==> config.mk <==
export PLATFORM = sky130hd
export DESIGN_NAME = bnnLayerTop
export DESIGN_NICKNAME = d
export VERILOG_FILES = /design/src/bnnPkg.sv /design/src/bnnLayerTop.sv /design/src/layerSequencer.sv /design/src/signThreshold.sv /design/src/sparseXnorLayer.sv /design/src/xnorAccum.sv
export VERILOG_INCLUDE_DIRS = /design/src
export SDC_FILE = /design/constraint.sdc
export NUM_CORES = 1
export LEC_CHECK = 0
export BUFFER_PORTS_ARGS = -buffer_cell sky130_fd_sc_hd__buf_2
export CELL_PAD_IN_SITES_DETAIL_PLACEMENT = 1
export CELL_PAD_IN_SITES_GLOBAL_PLACEMENT = 2
export CORE_UTILIZATION = 40
export CTS_BUF_LIST = sky130_fd_sc_hd__clkbuf_4
export DETAILED_ROUTE_END_ITERATION = 8
export PLACE_DENSITY = 0.9
export SYNTH_ARGS = -nofsm -noshare
export SYNTH_HDL_FRONTEND = slang
export SYNTH_SLANG_ARGS = --single-unit
==> constraint.sdc <==
create_clock -name clk -period 3.14 [get_ports clk]
set_input_delay 0.157 -clock clk [delete_from_list [all_inputs] [get_ports clk]]
set_output_delay 0.157 -clock clk [all_outputs]
set_load 0.02 [all_outputs]
==> src/bnn_defines.svh <==
`ifndef BNN_DEFINES_SVH
`define BNN_DEFINES_SVH

// layer shape.
`define N_IN    8
`define M_OUT   4
`define MAX_LEN 5     // longest row, common offset of all sums.

// accumulator and corrected sum widths.
`define SUM_W  3      // agree count up to MAX_LEN.
`define SOUM_W (`SUM_W + 2)

// sparse weights, CSR form, index 0 in the low bits.
// row 0 cols 0 2 3 5 7, row 1 cols 1 4 6, row 2 empty, row 3 cols 0 1 3 6.
`define WNNZ    12
`define W_VALS  12'b1010_011_01101   // sign per non-zero, 1 is +1.
`define W_COL   96'h06_03_01_00_06_04_01_07_05_03_02_00
`define W_ROW   40'h0C_08_08_05_00   // row starts, last entry is WNNZ.
`define ROW_LEN 32'h04_00_03_05

// activation thresholds, row 0 rightmost.
// row 0 sums 0..10, row 1 2..8, row 2 fixed 5, row 3 1..9.
`define THRESH {5'd5, 5'd5, 5'd4, 5'd6}

`endif
==> src/bnnPkg.sv <==
`include "bnn_defines.svh"

package bnnPkg;

  // input bits and output activations.
  typedef logic [`N_IN-1:0]  inVecT;
  typedef logic [`M_OUT-1:0] actVecT;

  // bit position within the input vector.
  typedef logic [$clog2(`N_IN)-1:0] cntT;

  // raw agree count of one row.
  typedef logic [`SUM_W-1:0] accT;

  // corrected sum, offset by MAX_LEN so every row shares one scale.
  typedef logic [`SOUM_W-1:0] soumT;

  // one corrected sum per output row, row 0 in the low bits.
  typedef soumT [`M_OUT-1:0] soumVecT;

endpackage

==> src/bnnLayerTop.sv <==
`timescale 1ns/1ns

// one sparse binarized layer, sequencer, xnor layer and threshold stage.
// fixed latency of N_IN+1 cycles from start to done.
module bnnLayerTop (
  input  logic            clk,
  input  logic            rst,
  input  logic            start,
  input  bnnPkg::inVecT   inBits,
  output logic            busy,
  output logic            done,
  output bnnPkg::actVecT  actBits,
  output bnnPkg::soumVecT soums
);
  import bnnPkg::*;

  inVecT   dataReg;     // latched input vector.
  logic    clear;
  logic    enable;
  logic    load;
  soumVecT layerSoums;  // combinational sums from the layer.

  layerSequencer seq0 (
    .clk    (clk),
    .rst    (rst),
    .start  (start),
    .inBits (inBits),
    .dataReg(dataReg),
    .clear  (clear),
    .enable (enable),
    .load   (load),
    .busy   (busy),
    .done   (done)
  );

  sparseXnorLayer layer0 (
    .clk   (clk),
    .rst   (rst),
    .clear (clear),
    .enable(enable),
    .data  (dataReg),
    .soums (layerSoums)
  );

  signThreshold thresh0 (
    .clk     (clk),
    .rst     (rst),
    .load    (load),
    .soumsIn (layerSoums),
    .soumsOut(soums),
    .actBits (actBits)
  );

endmodule

==> src/layerSequencer.sv <==
`timescale 1ns/1ns
`include "bnn_defines.svh"

// start pulse to capture, clear, N_IN enable cycles, load and done.
module layerSequencer (
  input  logic          clk,
  input  logic          rst,
  input  logic          start,
  input  bnnPkg::inVecT inBits,
  output bnnPkg::inVecT dataReg,
  output logic          clear,
  output logic          enable,
  output logic          load,
  output logic          busy,
  output logic          done
);
  import bnnPkg::*;

  typedef enum logic [1:0] {
    stIdle,
    stRun,
    stLoad
  } stateT;

  stateT state;
  cntT   stepCnt;   // enabled cycles so far.
  logic  capture;   // accepted start.
  logic  lastStep;

  assign capture  = start && (state == stIdle);  // ignored while busy.
  assign clear    = capture;
  assign lastStep = (stepCnt == cntT'(`N_IN - 1));

  assign enable = (state == stRun);
  assign load   = (state == stLoad);
  assign busy   = (state != stIdle);

  always_ff @(posedge clk or posedge rst) begin
    if (rst) begin
      state   <= stIdle;
      stepCnt <= '0;
      done    <= 1'b0;
    end else begin
      done <= 1'b0;
      case (state)
        stIdle: begin
          if (capture) begin
            state   <= stRun;
            stepCnt <= '0;
          end
        end
        stRun: begin
          if (lastStep) begin
            state <= stLoad;           // sums valid after this edge.
          end else begin
            stepCnt <= stepCnt + cntT'(1);
          end
        end
        stLoad: begin
          state <= stIdle;
          done  <= 1'b1;               // output registers load at this edge.
        end
        default: state <= stIdle;
      endcase
    end
  end

  // input vector only matters at the accepting edge.
  always_ff @(posedge clk) begin
    if (capture) begin
      dataReg <= inBits;
    end
  end

endmodule

==> src/signThreshold.sv <==
`timescale 1ns/1ns
`include "bnn_defines.svh"

// sign activation against per-row thresholds, one register stage.
module signThreshold (
  input  logic            clk,
  input  logic            rst,
  input  logic            load,
  input  bnnPkg::soumVecT soumsIn,
  output bnnPkg::soumVecT soumsOut,
  output bnnPkg::actVecT  actBits
);
  import bnnPkg::*;

  localparam soumVecT thresh = `THRESH;

  actVecT actNext;

  // a sum equal to its threshold fires.
  always_comb begin
    for (int r = 0; r < `M_OUT; r++) begin
      actNext[r] = (soumsIn[r] >= thresh[r]);
    end
  end

  // results hold until the next load.
  always_ff @(posedge clk or posedge rst) begin
    if (rst) begin
      soumsOut <= '0;
      actBits  <= '0;
    end else if (load) begin
      soumsOut <= soumsIn;
      actBits  <= actNext;
    end
  end

endmodule

==> src/sparseXnorLayer.sv <==
`timescale 1ns/1ns
`include "bnn_defines.svh"

// fully connected binarized layer with sparse ternary weights.
// each row sees one input position per enabled cycle.
module sparseXnorLayer (
  input  logic            clk,
  input  logic            rst,
  input  logic            clear,
  input  logic            enable,
  input  bnnPkg::inVecT   data,
  output bnnPkg::soumVecT soums
);
  import bnnPkg::*;

  // csr tables as flat byte arrays.
  localparam logic [`WNNZ-1:0]         wVals   = `W_VALS;
  localparam logic [8*`WNNZ-1:0]       wCol    = `W_COL;
  localparam logic [8*(`M_OUT+1)-1:0]  wRow    = `W_ROW;
  localparam logic [8*`M_OUT-1:0]      rowLens = `ROW_LEN;

  cntT  cnt;  // shared bit position for all rows.
  logic off;  // last position reached.

  assign off = (cnt == cntT'(`N_IN - 1));

  // counter holds at the last position until the next clear.
  always_ff @(posedge clk or posedge rst) begin
    if (rst) begin
      cnt <= '0;
    end else if (clear) begin
      cnt <= '0;
    end else if (enable && !off) begin
      cnt <= cnt + cntT'(1);
    end
  end

  for (genvar r = 0; r < `M_OUT; r++) begin : gRow
    localparam int len   = int'(rowLens[r*8 +: 8]);
    localparam int first = int'(wRow[r*8 +: 8]);

    if (len != 0) begin : gAcc
      // correction term, MAX_LEN is never below a row length.
      localparam soumT corr = soumT'(`MAX_LEN - len);

      inVecT agree;  // agreement bit per row position, padded with zeros.
      accT   acc;

      for (genvar i = 0; i < `N_IN; i++) begin : gSel
        if (i < len) begin : gTap
          localparam int col = int'(wCol[(first+i)*8 +: 8]);

          // +1 weight agrees with a one, -1 weight with a zero.
          if (wVals[first+i]) begin : gPos
            assign agree[i] = data[col];
          end else begin : gNeg
            assign agree[i] = ~data[col];
          end
        end else begin : gPad
          assign agree[i] = 1'b0;  // beyond the row.
        end
      end

      xnorAccum #(
        .rowLen(len)
      ) accum (
        .clk   (clk),
        .rst   (rst),
        .clear (clear),
        .enable(enable),
        .bitIn (agree[cnt]),
        .cnt   (cnt),
        .acc   (acc)
      );

      // 2*agree + MAX_LEN - len.
      assign soums[r] = soumT'({acc, 1'b0}) + corr;
    end else begin : gEmpty
      // no weights, the sum sits at the common offset.
      assign soums[r] = soumT'(`MAX_LEN);
    end
  end

endmodule

==> src/xnorAccum.sv <==
`timescale 1ns/1ns

// bit-serial popcount of agreeing inputs for one weight row.
// the layer presents one agreement bit per enabled cycle, selected by cnt.
module xnorAccum #(
  parameter int rowLen = 1  // non-zero weights in this row.
) (
  input  logic        clk,
  input  logic        rst,
  input  logic        clear,
  input  logic        enable,
  input  logic        bitIn,
  input  bnnPkg::cntT cnt,
  output bnnPkg::accT acc
);
  import bnnPkg::*;

  logic inRow;  // position still inside the row.
  logic addOne;

  // short rows stop counting on their own once cnt passes the length.
  assign inRow  = int'(cnt) < rowLen;
  assign addOne = enable && inRow && bitIn;

  always_ff @(posedge clk or posedge rst) begin
    if (rst) begin
      acc <= '0;
    end else if (clear) begin
      acc <= '0;              // new inference.
    end else if (addOne) begin
      acc <= acc + accT'(1);
    end
  end

endmodule

==> run_results.csv, run 1 <==
group,metric,value,unit
run_status,outcome,"finished, final reports clean",
cells_and_area,syn2layout_area_growth,14.1,%
die,ios,37,
setup_path,r2r-end,"thresh0.actBits[1]",
synthesis,synth_edf_count,8,
min_path,holdPathStages,3,
min_path,hold_path_class,"input pin to register",
die,initial_core_util,41.5,%
cells_and_area,final_common_cell,"dfrtp_1",
pwr,clockPowerShare,12.4,%
timing,hold_viol_final,0,
synthesis,async_reset_ff_share,80.0,%
setup_path,path_cells,"nand2b_1, nor3b_1, o21ai_0, o21a_1",
placement,post-place-ws,1.33,ns
die,placementRows,25,
global_routing,grt.total_usage,15.8,%
timing,timing_worst_slew_pin_value,0.733,ns
clocking,clock_path_buffers,2,
global_routing,grt_max_degree,33,
setup_path,r2r_cells,4,
synthesis,avgSynthCellArea,11.7,um^2
clocking,numCtsBuffers,5,
min_path,min_from,"start",
pwr,seqPwrFrac,43.4,%
timing,fin_ws,1.35,ns
global_routing,grt_pass1_wl,6180,um
synthesis,synth_ff_type,"dfrtp_1",
timing,fin_crit,1.79,ns
clocking,cts_tree,"built",
synthesis,yosys_warnings,0,
route,drc_errors,0,
synthesis,ys_seq_elements,40,
timing,slew_headroom,51.1,%
route,wl,3710,um
cells_and_area,diodes,0,
placement,place_hpwl,2630,um
die,die_area,5160,um^2
route,drt_pre_antenna_iters,3,
route,avgViaCountPerCell,5.04,
die,die_y,71.8,um
synthesis,syn-instance-count,166,
timing,setup_viol,0,
cells_and_area,fillers,525,
die,die_w,71.8,um
route,drtAntennaViolNets,0,
timing,fin_setup_tns,0,ns
cells_and_area,drive_gt1_share,24.1,%
synthesis,synthesis.area,1950,um^2
timing,max_freq,0.560,GHz
setup_path,start_kind,"register",
timing,slew_viol_final,0,
setup_path,critPathKind,"register to register",
pwr,combPwrFrac,44.2,%
route,drtIter0Drc,56,
pwr,peakVddDrop,0.376,mV
setup_path,r2r_slack,1.35,ns
synthesis,yosysSeqAreaShare,53.4,%
placement,globalplace.congestion,0.738,
placement,io_buffer_count,29,
route,wl_per_cell,14.4,um
global_routing,grt_pass1_vias,1304,
pwr,power.density,958,nW/um^2
pwr,leakage,1.12,nW
global_routing,antenna_found_initial,0,
setup_path,crit_path_max_fanout,23,
min_path,whs_endpoint,"seq0.state[0]",
setup_path,worst-endpoint-required,3.37,ns
route,vias,1296,
clocking,cts_resized,0,
clocking,insertion_delay,0.34,ns
pwr,p_sw_share,39.8,%
setup_path,critPathArrivalTime,2.02,ns
setup_path,critPathSlowestCell,"nand2b_1",
timing,rsz0062_at_grt,"false",
setup_path,end_kind,"register",
clocking,cts.sinks,40,
timing,fin_crit_sh,56.8,%
pwr,p_int,1.28,mW
flow_run,max-cap-violations,0,
cells_and_area,finalNetCount,223,
clocking,cts-root-buf,"clkbuf_4",
timing,finClkSkew,0.00851,ns
pwr,switchingPower,0.847,mW
cells_and_area,final_cell_mix,"dfrtp_1 (32), buf_2 (29), nand2_1 (20)",
setup_path,rr_startpoint,"seq0.state[0]",
synthesis,ys_types,37,
clocking,h-tree-depth,2,
setup_path,slowest_delay,0.55,ns
global_routing,grt-ovfl-total,0,
clocking,clk_pin_slew_worst_paths,0.12,ns
die,core_area,4690,um^2
## repair_timing
action / in CTS / in global routing
setup buffers: 0 / 0
hold endpoints to repair: 40 / 0
hold buffers: 9 / 0
## Yosys cell counts, drive strengths merged, types with 2 or more instances
cell type   n  area share (%)
dfrtp      32              41
nand2      21             4.2
buf        14             5.5
mux2i      11             5.6
a22o       10             4.6
ha         10             6.4
inv        10             1.9
o21ai       9             2.3
edfxtp      8              12
mux2        7             4.0
nor2        6             1.2
nand2b      3            0.96
a211oi      2            0.77
clkbuf      2            0.39
nor2b       2            0.64
nor3        2            0.51
nor3b       2            0.77
## kinds of logic (layout without fill, tap and decap cells)
logic type      Yosys count  count (layout)  share of synthesized area [%]
simple gates             42              42                           11.0
flops                    40              40                           53.4
compound gates           28              28                           11.0
buf+inv                  26              57                           7.77
mux                      18              18                           9.69
fa+ha+maj                10              10                           6.42
other cells               1               7                          0.192
xor+xnor                  1               1                          0.449
## critical path, delay by kind of cell (launching register included)
| kind | cells | cell delay [ns] |
|---|---|---|
| AO/OA/AOI/OAI | 2 | 0.23 |
| AND/OR/NAND/NOR | 2 | 0.90 |
| flip-flops | 1 | 0.54 |
## cell type report
cell class | instances | area [um^2] | area share, %
sequential | 40 | 1040 | 46.8
multi-input combinational | 106 | 779 | 35.0
timing repair buffer | 39 | 243 | 10.9
tap | 54 | 67.6 | 3.04
clock buffer | 7 | 52.6 | 2.36
inverter | 10 | 37.5 | 1.69
clock inverter | 1 | 3.75 | 0.169
## state kept, by name, indices dropped and copies added (netlist names)
name / count
thresh0.soumsOut: 10
layer0.gRow.gAcc.accum.acc: 9
seq0.dataReg: 8
thresh0.actBits: 4
layer0.cnt: 3
seq0.stepCnt: 3
seq0.state: 2
seq0.done: 1
## metal layers
| metal | up-vias | wire, um | global-route usage, % |
|---|---|---|---|
| li1 | 636 | - | - |
| met4 | 0 | 69 | 7.19 |
| met1 | 626 | 1620 | 18.2 |
| met5 | - | 0 | 0 |
| met3 | 7 | 106 | 3.09 |
| met2 | 27 | 1910 | 28.4 |
## metrics by stage
stage	cell area (um^2)	power [mW]	utilization [%]	hold WS, ns	instances
after floorplan	1970	1.66	-	0.256	172
after global placement	2080	1.80	44.3	0.255	240
after detailed placement	2080	1.88	44.3	0.270	240
after CTS	2220	2.16	47.4	0.139	257
after global routing	2220	2.31	47.4	0.144	257
final	2220	2.13	47.4	0.134	257
## worst max path at each step
stage | start | endpoint | slack [ns] | cells past startpoint
finish | seq0.state[0] | thresh0.actBits[1] | 1.35 | 4
detailed placement | seq0.state[0] | thresh0.soumsOut[2] | 1.33 | 2
floorplan | layer0.cnt[0] | layer0.gRow[3].gAcc.accum.acc[2] | 1.58 | 5
CTS | seq0.state[0] | thresh0.soumsOut[2] | 1.32 | 2
global placement | seq0.state[0] | thresh0.soumsOut[18] | 1.40 | 2
global route | seq0.state[0] | thresh0.actBits[1] | 1.13 | 4
## power by group through the flow
stage / combinational, mW / clock (mW) / sequential [mW]
floorplan: 0.720 / 0 / 0.942
global placement: 0.881 / 0 / 0.920
detailed placement: 0.940 / 0 / 0.943
CTS: 0.953 / 0.276 / 0.930
global route: 1.05 / 0.297 / 0.967
finish: 0.941 / 0.265 / 0.924
No activity file was read; power rests on OpenSTA's default activity.
==> run 2, diff against run 1 <==
Settings changed: CORE_UTILIZATION 40 to 37, PLACE_DENSITY 0.9 to 0.85.
Clock period 3.14 ns to 1.7 ns, I/O delays scaled along.
==> run_results.csv, run 2 (same netlist as run 1, synthesis figures left out) <==
group,metric,value,unit
global_routing,grt-ovfl-total,0,
timing,fin_crit,1.60,ns
placement,place_hpwl,2830,um
route,drc_errors,0,
route,wl,3860,um
die,core_area,5070,um^2
die,ios,37,
die,die_y,74.6,um
pwr,peakVddDrop,0.658,mV
global_routing,grt_max_degree,33,
die,die_w,74.6,um
route,wl_per_cell,13.7,um
timing,max_freq,0.625,GHz
pwr,switchingPower,1.59,mW
flow_run,max-cap-violations,0,
pwr,combPwrFrac,45.8,%
global_routing,grt_pass1_wl,6450,um
run_status,outcome,"finished, final reports clean",
setup_path,crit_path_max_fanout,9,
placement,io_buffer_count,29,
timing,finClkSkew,0.0151,ns
die,initial_core_util,38.4,%
global_routing,grt.total_usage,15.9,%
die,placementRows,26,
pwr,clockPowerShare,12.3,%
setup_path,r2r_slack,0.1,ns
setup_path,worst-endpoint-required,1.98,ns
die,die_area,5560,um^2
cells_and_area,largest_reg_flops,10,
timing,fin_ws,0.0995,ns
pwr,total_power,4.01,mW
setup_path,critPathLaunch,"seq0.state[0]",
setup_path,critPathKind,"register to register",
setup_path,rr_startpoint,"seq0.state[0]",
clocking,insertion_delay,0.36,ns
global_routing,grt_pass1_vias,1404,
cells_and_area,drive_gt1_share,28.0,%
cells_and_area,final_util,45.5,%
cells_and_area,finalNetCount,231,
timing,slew_viol_final,0,
clocking,cts_tree,"built",
clocking,clk_pin_slew_worst_paths,0.12,ns
cells_and_area,fillers,583,
setup_path,start_kind,"register",
cells_and_area,regMostFlops,"thresh0.soumsOut",
route,drt_pre_antenna_iters,3,
cells_and_area,biggestRegsByFlops,"thresh0.soumsOut (10), layer0.gRow.gAcc.accum.acc (9), seq0.dataReg (8)",
global_routing,antenna_found_initial,0,
clocking,cts_setup_buffers,0,
cells_and_area,syn2layout_area_growth,18.4,%
route,avgViaCountPerCell,4.73,
route,drtIter0Drc,26,
clocking,clock_path_buffers,2,
route,drtAntennaViolNets,0,
setup_path,r2r-end,"layer0.gRow[0].gAcc.accum.acc[0]",
pwr,power.density,1740,nW/um^2
timing,hold_viol_final,0,
min_path,holdPathStages,3,
pwr,leakage,1.16,nW
placement,globalplace.congestion,0.731,
pwr,p_sw_share,39.7,%
cells_and_area,final_cell_mix,"dfrtp_1 (31), buf_2 (29), nand2_1 (20)",
cells_and_area,diodes,0,
timing,fin_setup_tns,0,ns
setup_path,worstSetupEndpoint,"layer0.gRow[0].gAcc.accum.acc[0]",
timing,setup_viol,0,
timing,rsz0062_at_grt,"false",
setup_path,critPathArrivalTime,1.88,ns
clocking,numCtsBuffers,5,
cells_and_area,final_common_cell,"dfrtp_1",
setup_path,end_kind,"register",
timing,fin_crit_sh,94.1,%
pwr,seqPwrFrac,41.9,%
timing,timing.hold.ws,0.00612,ns
min_path,hold_path_class,"input pin to register",
setup_path,r2r_cells,3,
clocking,cts-root-buf,"clkbuf_4",
placement,post-place-ws,0.0351,ns
route,vias,1329,
clocking,h-tree-depth,2,
clocking,cts.sinks,40,
pwr,p_int,2.41,mW
## run 2: critical path, cell delays in order (launching register included)
cell and delay (ns):
dfrtp_1 0.50, or3b_1 0.43, o31a_1 0.39, mux2i_1 0.19
## run 2: through the flow
step,instance area (um^2),instances
6_report,2310,281
5_1_grt,2310,281
4_1_cts,2310,281
3_5_place_dp,2160,264
3_3_place_gp,2160,264
2_1_floorplan,1970,172
## run 2: how the worst min path moves through the flow
stage          startpoint         endpoint  slack, ns
2_1_floorplan   inBits[0]  seq0.dataReg[0]       0.18
3_3_place_gp          rst  seq0.stepCnt[0]       0.18
3_5_place_dp          rst  seq0.stepCnt[0]       0.20
4_1_cts             start    seq0.state[0]      0.006
5_1_grt             start    seq0.state[0]       0.05
6_report            start    seq0.state[0]      0.006
## run 2: layout make-up
class / count / area, um^2 / share of cell area [%]
multi-input cells: 106 / 779 / 33.8
flip-flops and latches: 40 / 1040 / 45.2
inverters: 10 / 37.5 / 1.63
clock buffers: 6 / 45.0 / 1.95
well taps: 70 / 87.6 / 3.80
clock inverters: 2 / 12.5 / 0.542
repair buffers: 47 / 303 / 13.1
## run 2: what timing repair did
action / in CTS / in global routing
hold buffers: 9 / 0
endpoints found under the setup margin: 0 / 6
endpoints found under the hold margin: 40 / 0
gates resized for setup: 0 / 1
## run 2: routing by layer
| metal | GRT usage [%] | wire length, um | share of wire, % | vias up |
|---|---|---|---|---|
| met5 | 0 | 0 | 0 | - |
| met4 | 6.50 | 99 | 2.6 | 0 |
| met3 | 5.28 | 187 | 4.8 | 9 |
| met2 | 28.6 | 2020 | 52 | 33 |
| met1 | 17.1 | 1550 | 40 | 638 |
| li1 | - | - | - | 649 |
## run 2: power by group through the flow
stage | combinational [mW] | clock [mW] | sequential (mW)
3_5_place_dp | 1.84 | 0 | 1.71
6_report | 1.84 | 0.493 | 1.68
2_1_floorplan | 1.33 | 0 | 1.74
4_1_cts | 1.87 | 0.515 | 1.69
3_3_place_gp | 1.73 | 0 | 1.66
5_1_grt | 2.06 | 0.561 | 1.74
==> run 3, diff against run 2 <==
Settings changed: CORE_MARGIN set to 1.5.
==> run_results.csv, run 3 (same netlist as run 1, synthesis figures left out) <==
group,metric,value,unit
run_status,outcome,"finished, final reports clean",
timing,timing.hold.ws,0.333,ns
timing,fin_setup_tns,0,ns
die,core_area,5110,um^2
timing,finClkSkew,0.0118,ns
cells_and_area,final_common_cell,"dfrtp_1",
pwr,leakage,1.16,nW
global_routing,grt-ovfl-total,0,
setup_path,start_kind,"register",
placement,placed_area,2160,um^2
placement,globalplace.congestion,0.771,
global_routing,grtUsageMet2,29.4,%
min_path,hold_path_class,"input pin to async pin",
route,wl_per_cell,14.4,um
setup_path,critPathTopFamily,"flip-flops",
global_routing,antenna_found_initial,0,
cells_and_area,final_cell_mix,"dfrtp_1 (31), buf_2 (29), nand2_1 (20)",
timing,slew_viol_final,0,
route,vias,1351,
clocking,h-tree-depth,2,
timing,hold_viol_final,0,
route,wl,4050,um
die,die_area,5710,um^2
setup_path,end_kind,"register",
die,die_y,75.6,um
cells_and_area,largest_reg_flops,10,
placement,place_hpwl,2870,um
route,avgViaCountPerCell,4.79,
cells_and_area,final_util,45.4,%
clocking,clk_pin_slew_worst_paths,0.13,ns
setup_path,worst-path-buf-inv,0,
timing,slew_headroom,63.9,%
global_routing,use_met3,3.57,%
setup_path,worst-path-stages,3,
cells_and_area,diodes,0,
pwr,power.density,1760,nW/um^2
timing,setup_viol,0,
die,initial_core_util,38.2,%
cells_and_area,drive_gt1_share,27.8,%
cells_and_area,finalNetCount,232,
clocking,cts-root-buf,"clkbuf_4",
global_routing,grt_pass1_vias,1407,
clocking,insertion_delay,0.36,ns
setup_path,path_cells,"or3b_1, o31a_1, mux2i_1",
route,drtIter0Drc,18,
clocking,cts_setup_buffers,0,
clocking,cts.sinks,40,
die,ios,37,
cells_and_area,regMostFlops,"thresh0.soumsOut",
timing,rsz0062_at_grt,"false",
global_routing,grt_max_degree,33,
cells_and_area,biggestRegsByFlops,"thresh0.soumsOut (10), layer0.gRow.gAcc.accum.acc (9), seq0.dataReg (8)",
timing,fin_crit,1.60,ns
global_routing,grt_pass1_wl,6580,um
global_routing,use_met1,16.9,%
clocking,cts_tree,"built",
setup_path,critPathSlowestCell,"dfrtp_1",
cells_and_area,fin_area,2320,um^2
flow_run,max-cap-violations,0,
placement,io_buffer_count,29,
setup_path,worst-endpoint-required,1.97,ns
setup_path,slowest_delay,0.48,ns
setup_path,r2r_cells,3,
global_routing,grt_busiest_layer,"met2",
route,drt_pre_antenna_iters,4,
global_routing,grt.total_usage,15.9,%
die,placementRows,26,
timing,fin_crit_sh,94.0,%
setup_path,critPathKind,"register to register",
clocking,numCtsBuffers,5,
route,drtAntennaViolNets,0,
cells_and_area,syn2layout_area_growth,18.9,%
pwr,peakVddDrop,0.707,mV
route,drc_errors,0,
timing,max_freq,0.626,GHz
setup_path,crit_path_max_fanout,7,
clocking,clock_path_buffers,2,
setup_path,critPathArrivalTime,1.87,ns
die,die_w,75.6,um
timing,timing_worst_slew_pin_value,0.540,ns
## run 3: cell count changes in the layout (fill, tap and decap cells not counted), sizes merged
cell,before,now
dlygate4sd3,9,10
## run 3: layout make-up
| cell class | instances | area, um^2 |
|---|---|---|
| clock buffers | 6 | 45.0 |
| clock inverters | 2 | 12.5 |
| fillers | 582 | 2790 |
| inverters | 10 | 37.5 |
| multi-input cells | 106 | 779 |
| flip-flops and latches | 40 | 1040 |
| well taps | 70 | 87.6 |
| repair buffers | 48 | 313 |
## run 3: stage by stage
stage	std cells	power (mW)	worst slack [ns]
2_1_floorplan	172	3.07	0.139
3_3_place_gp	264	3.42	0.185
3_5_place_dp	264	3.60	0.125
4_1_cts	282	4.12	0.100
5_1_grt	282	4.40	0.0239
6_report	282	4.08	0.102
## run 3: worst reg2reg max path: cells and delay by family, from the launching register on
family | cells | cell delay, ns
DFF | 1 | 0.48
and+or+nand+nor | 1 | 0.44
AOI/OAI and AO/OA | 1 | 0.39
muxes | 1 | 0.20
## run 3: final timing paths
check                      slack [ns]                               end                start
hold reg to reg                  0.49               thresh0.soumsOut[8]  thresh0.soumsOut[8]
hold / removal                   0.33                     seq0.state[1]                  rst
max in group asynchronous        1.06                     layer0.cnt[1]                  rst
setup / recovery                 0.10  layer0.gRow[0].gAcc.accum.acc[0]        layer0.cnt[2]
setup reg to reg                 0.10  layer0.gRow[0].gAcc.accum.acc[0]        layer0.cnt[2]
min in group clk                 0.43                   seq0.dataReg[4]            inBits[4]
## run 3: power by group
| group | internal [mW] | total [mW] | switching (mW) |
|---|---|---|---|
| logic | 0.923 | 1.93 | 1.00 |
| registers | 1.34 | 1.66 | 0.321 |
| clock network | 0.176 | 0.495 | 0.320 |
| total | 2.44 | 4.08 | 1.64 |
## run 3: what timing repair did
| item | 4_1_cts | 5_1_grt |
|---|---|---|
| hold endpoints to repair | 41 | 0 |
| gates resized for setup | 0 | 1 |
| hold buffers | 10 | 0 |
| setup endpoints to repair | 0 | 1 |
## run 3: routing by layer
metal | share of wire [%] | routed length, um | vias to the layer above
met4 | 2.5 | 102 | 0
met3 | 3.6 | 146 | 9
met2 | 55 | 2220 | 26
met1 | 39 | 1580 | 665
met5 | 0 | 0 | -
li1 | - | - | 651
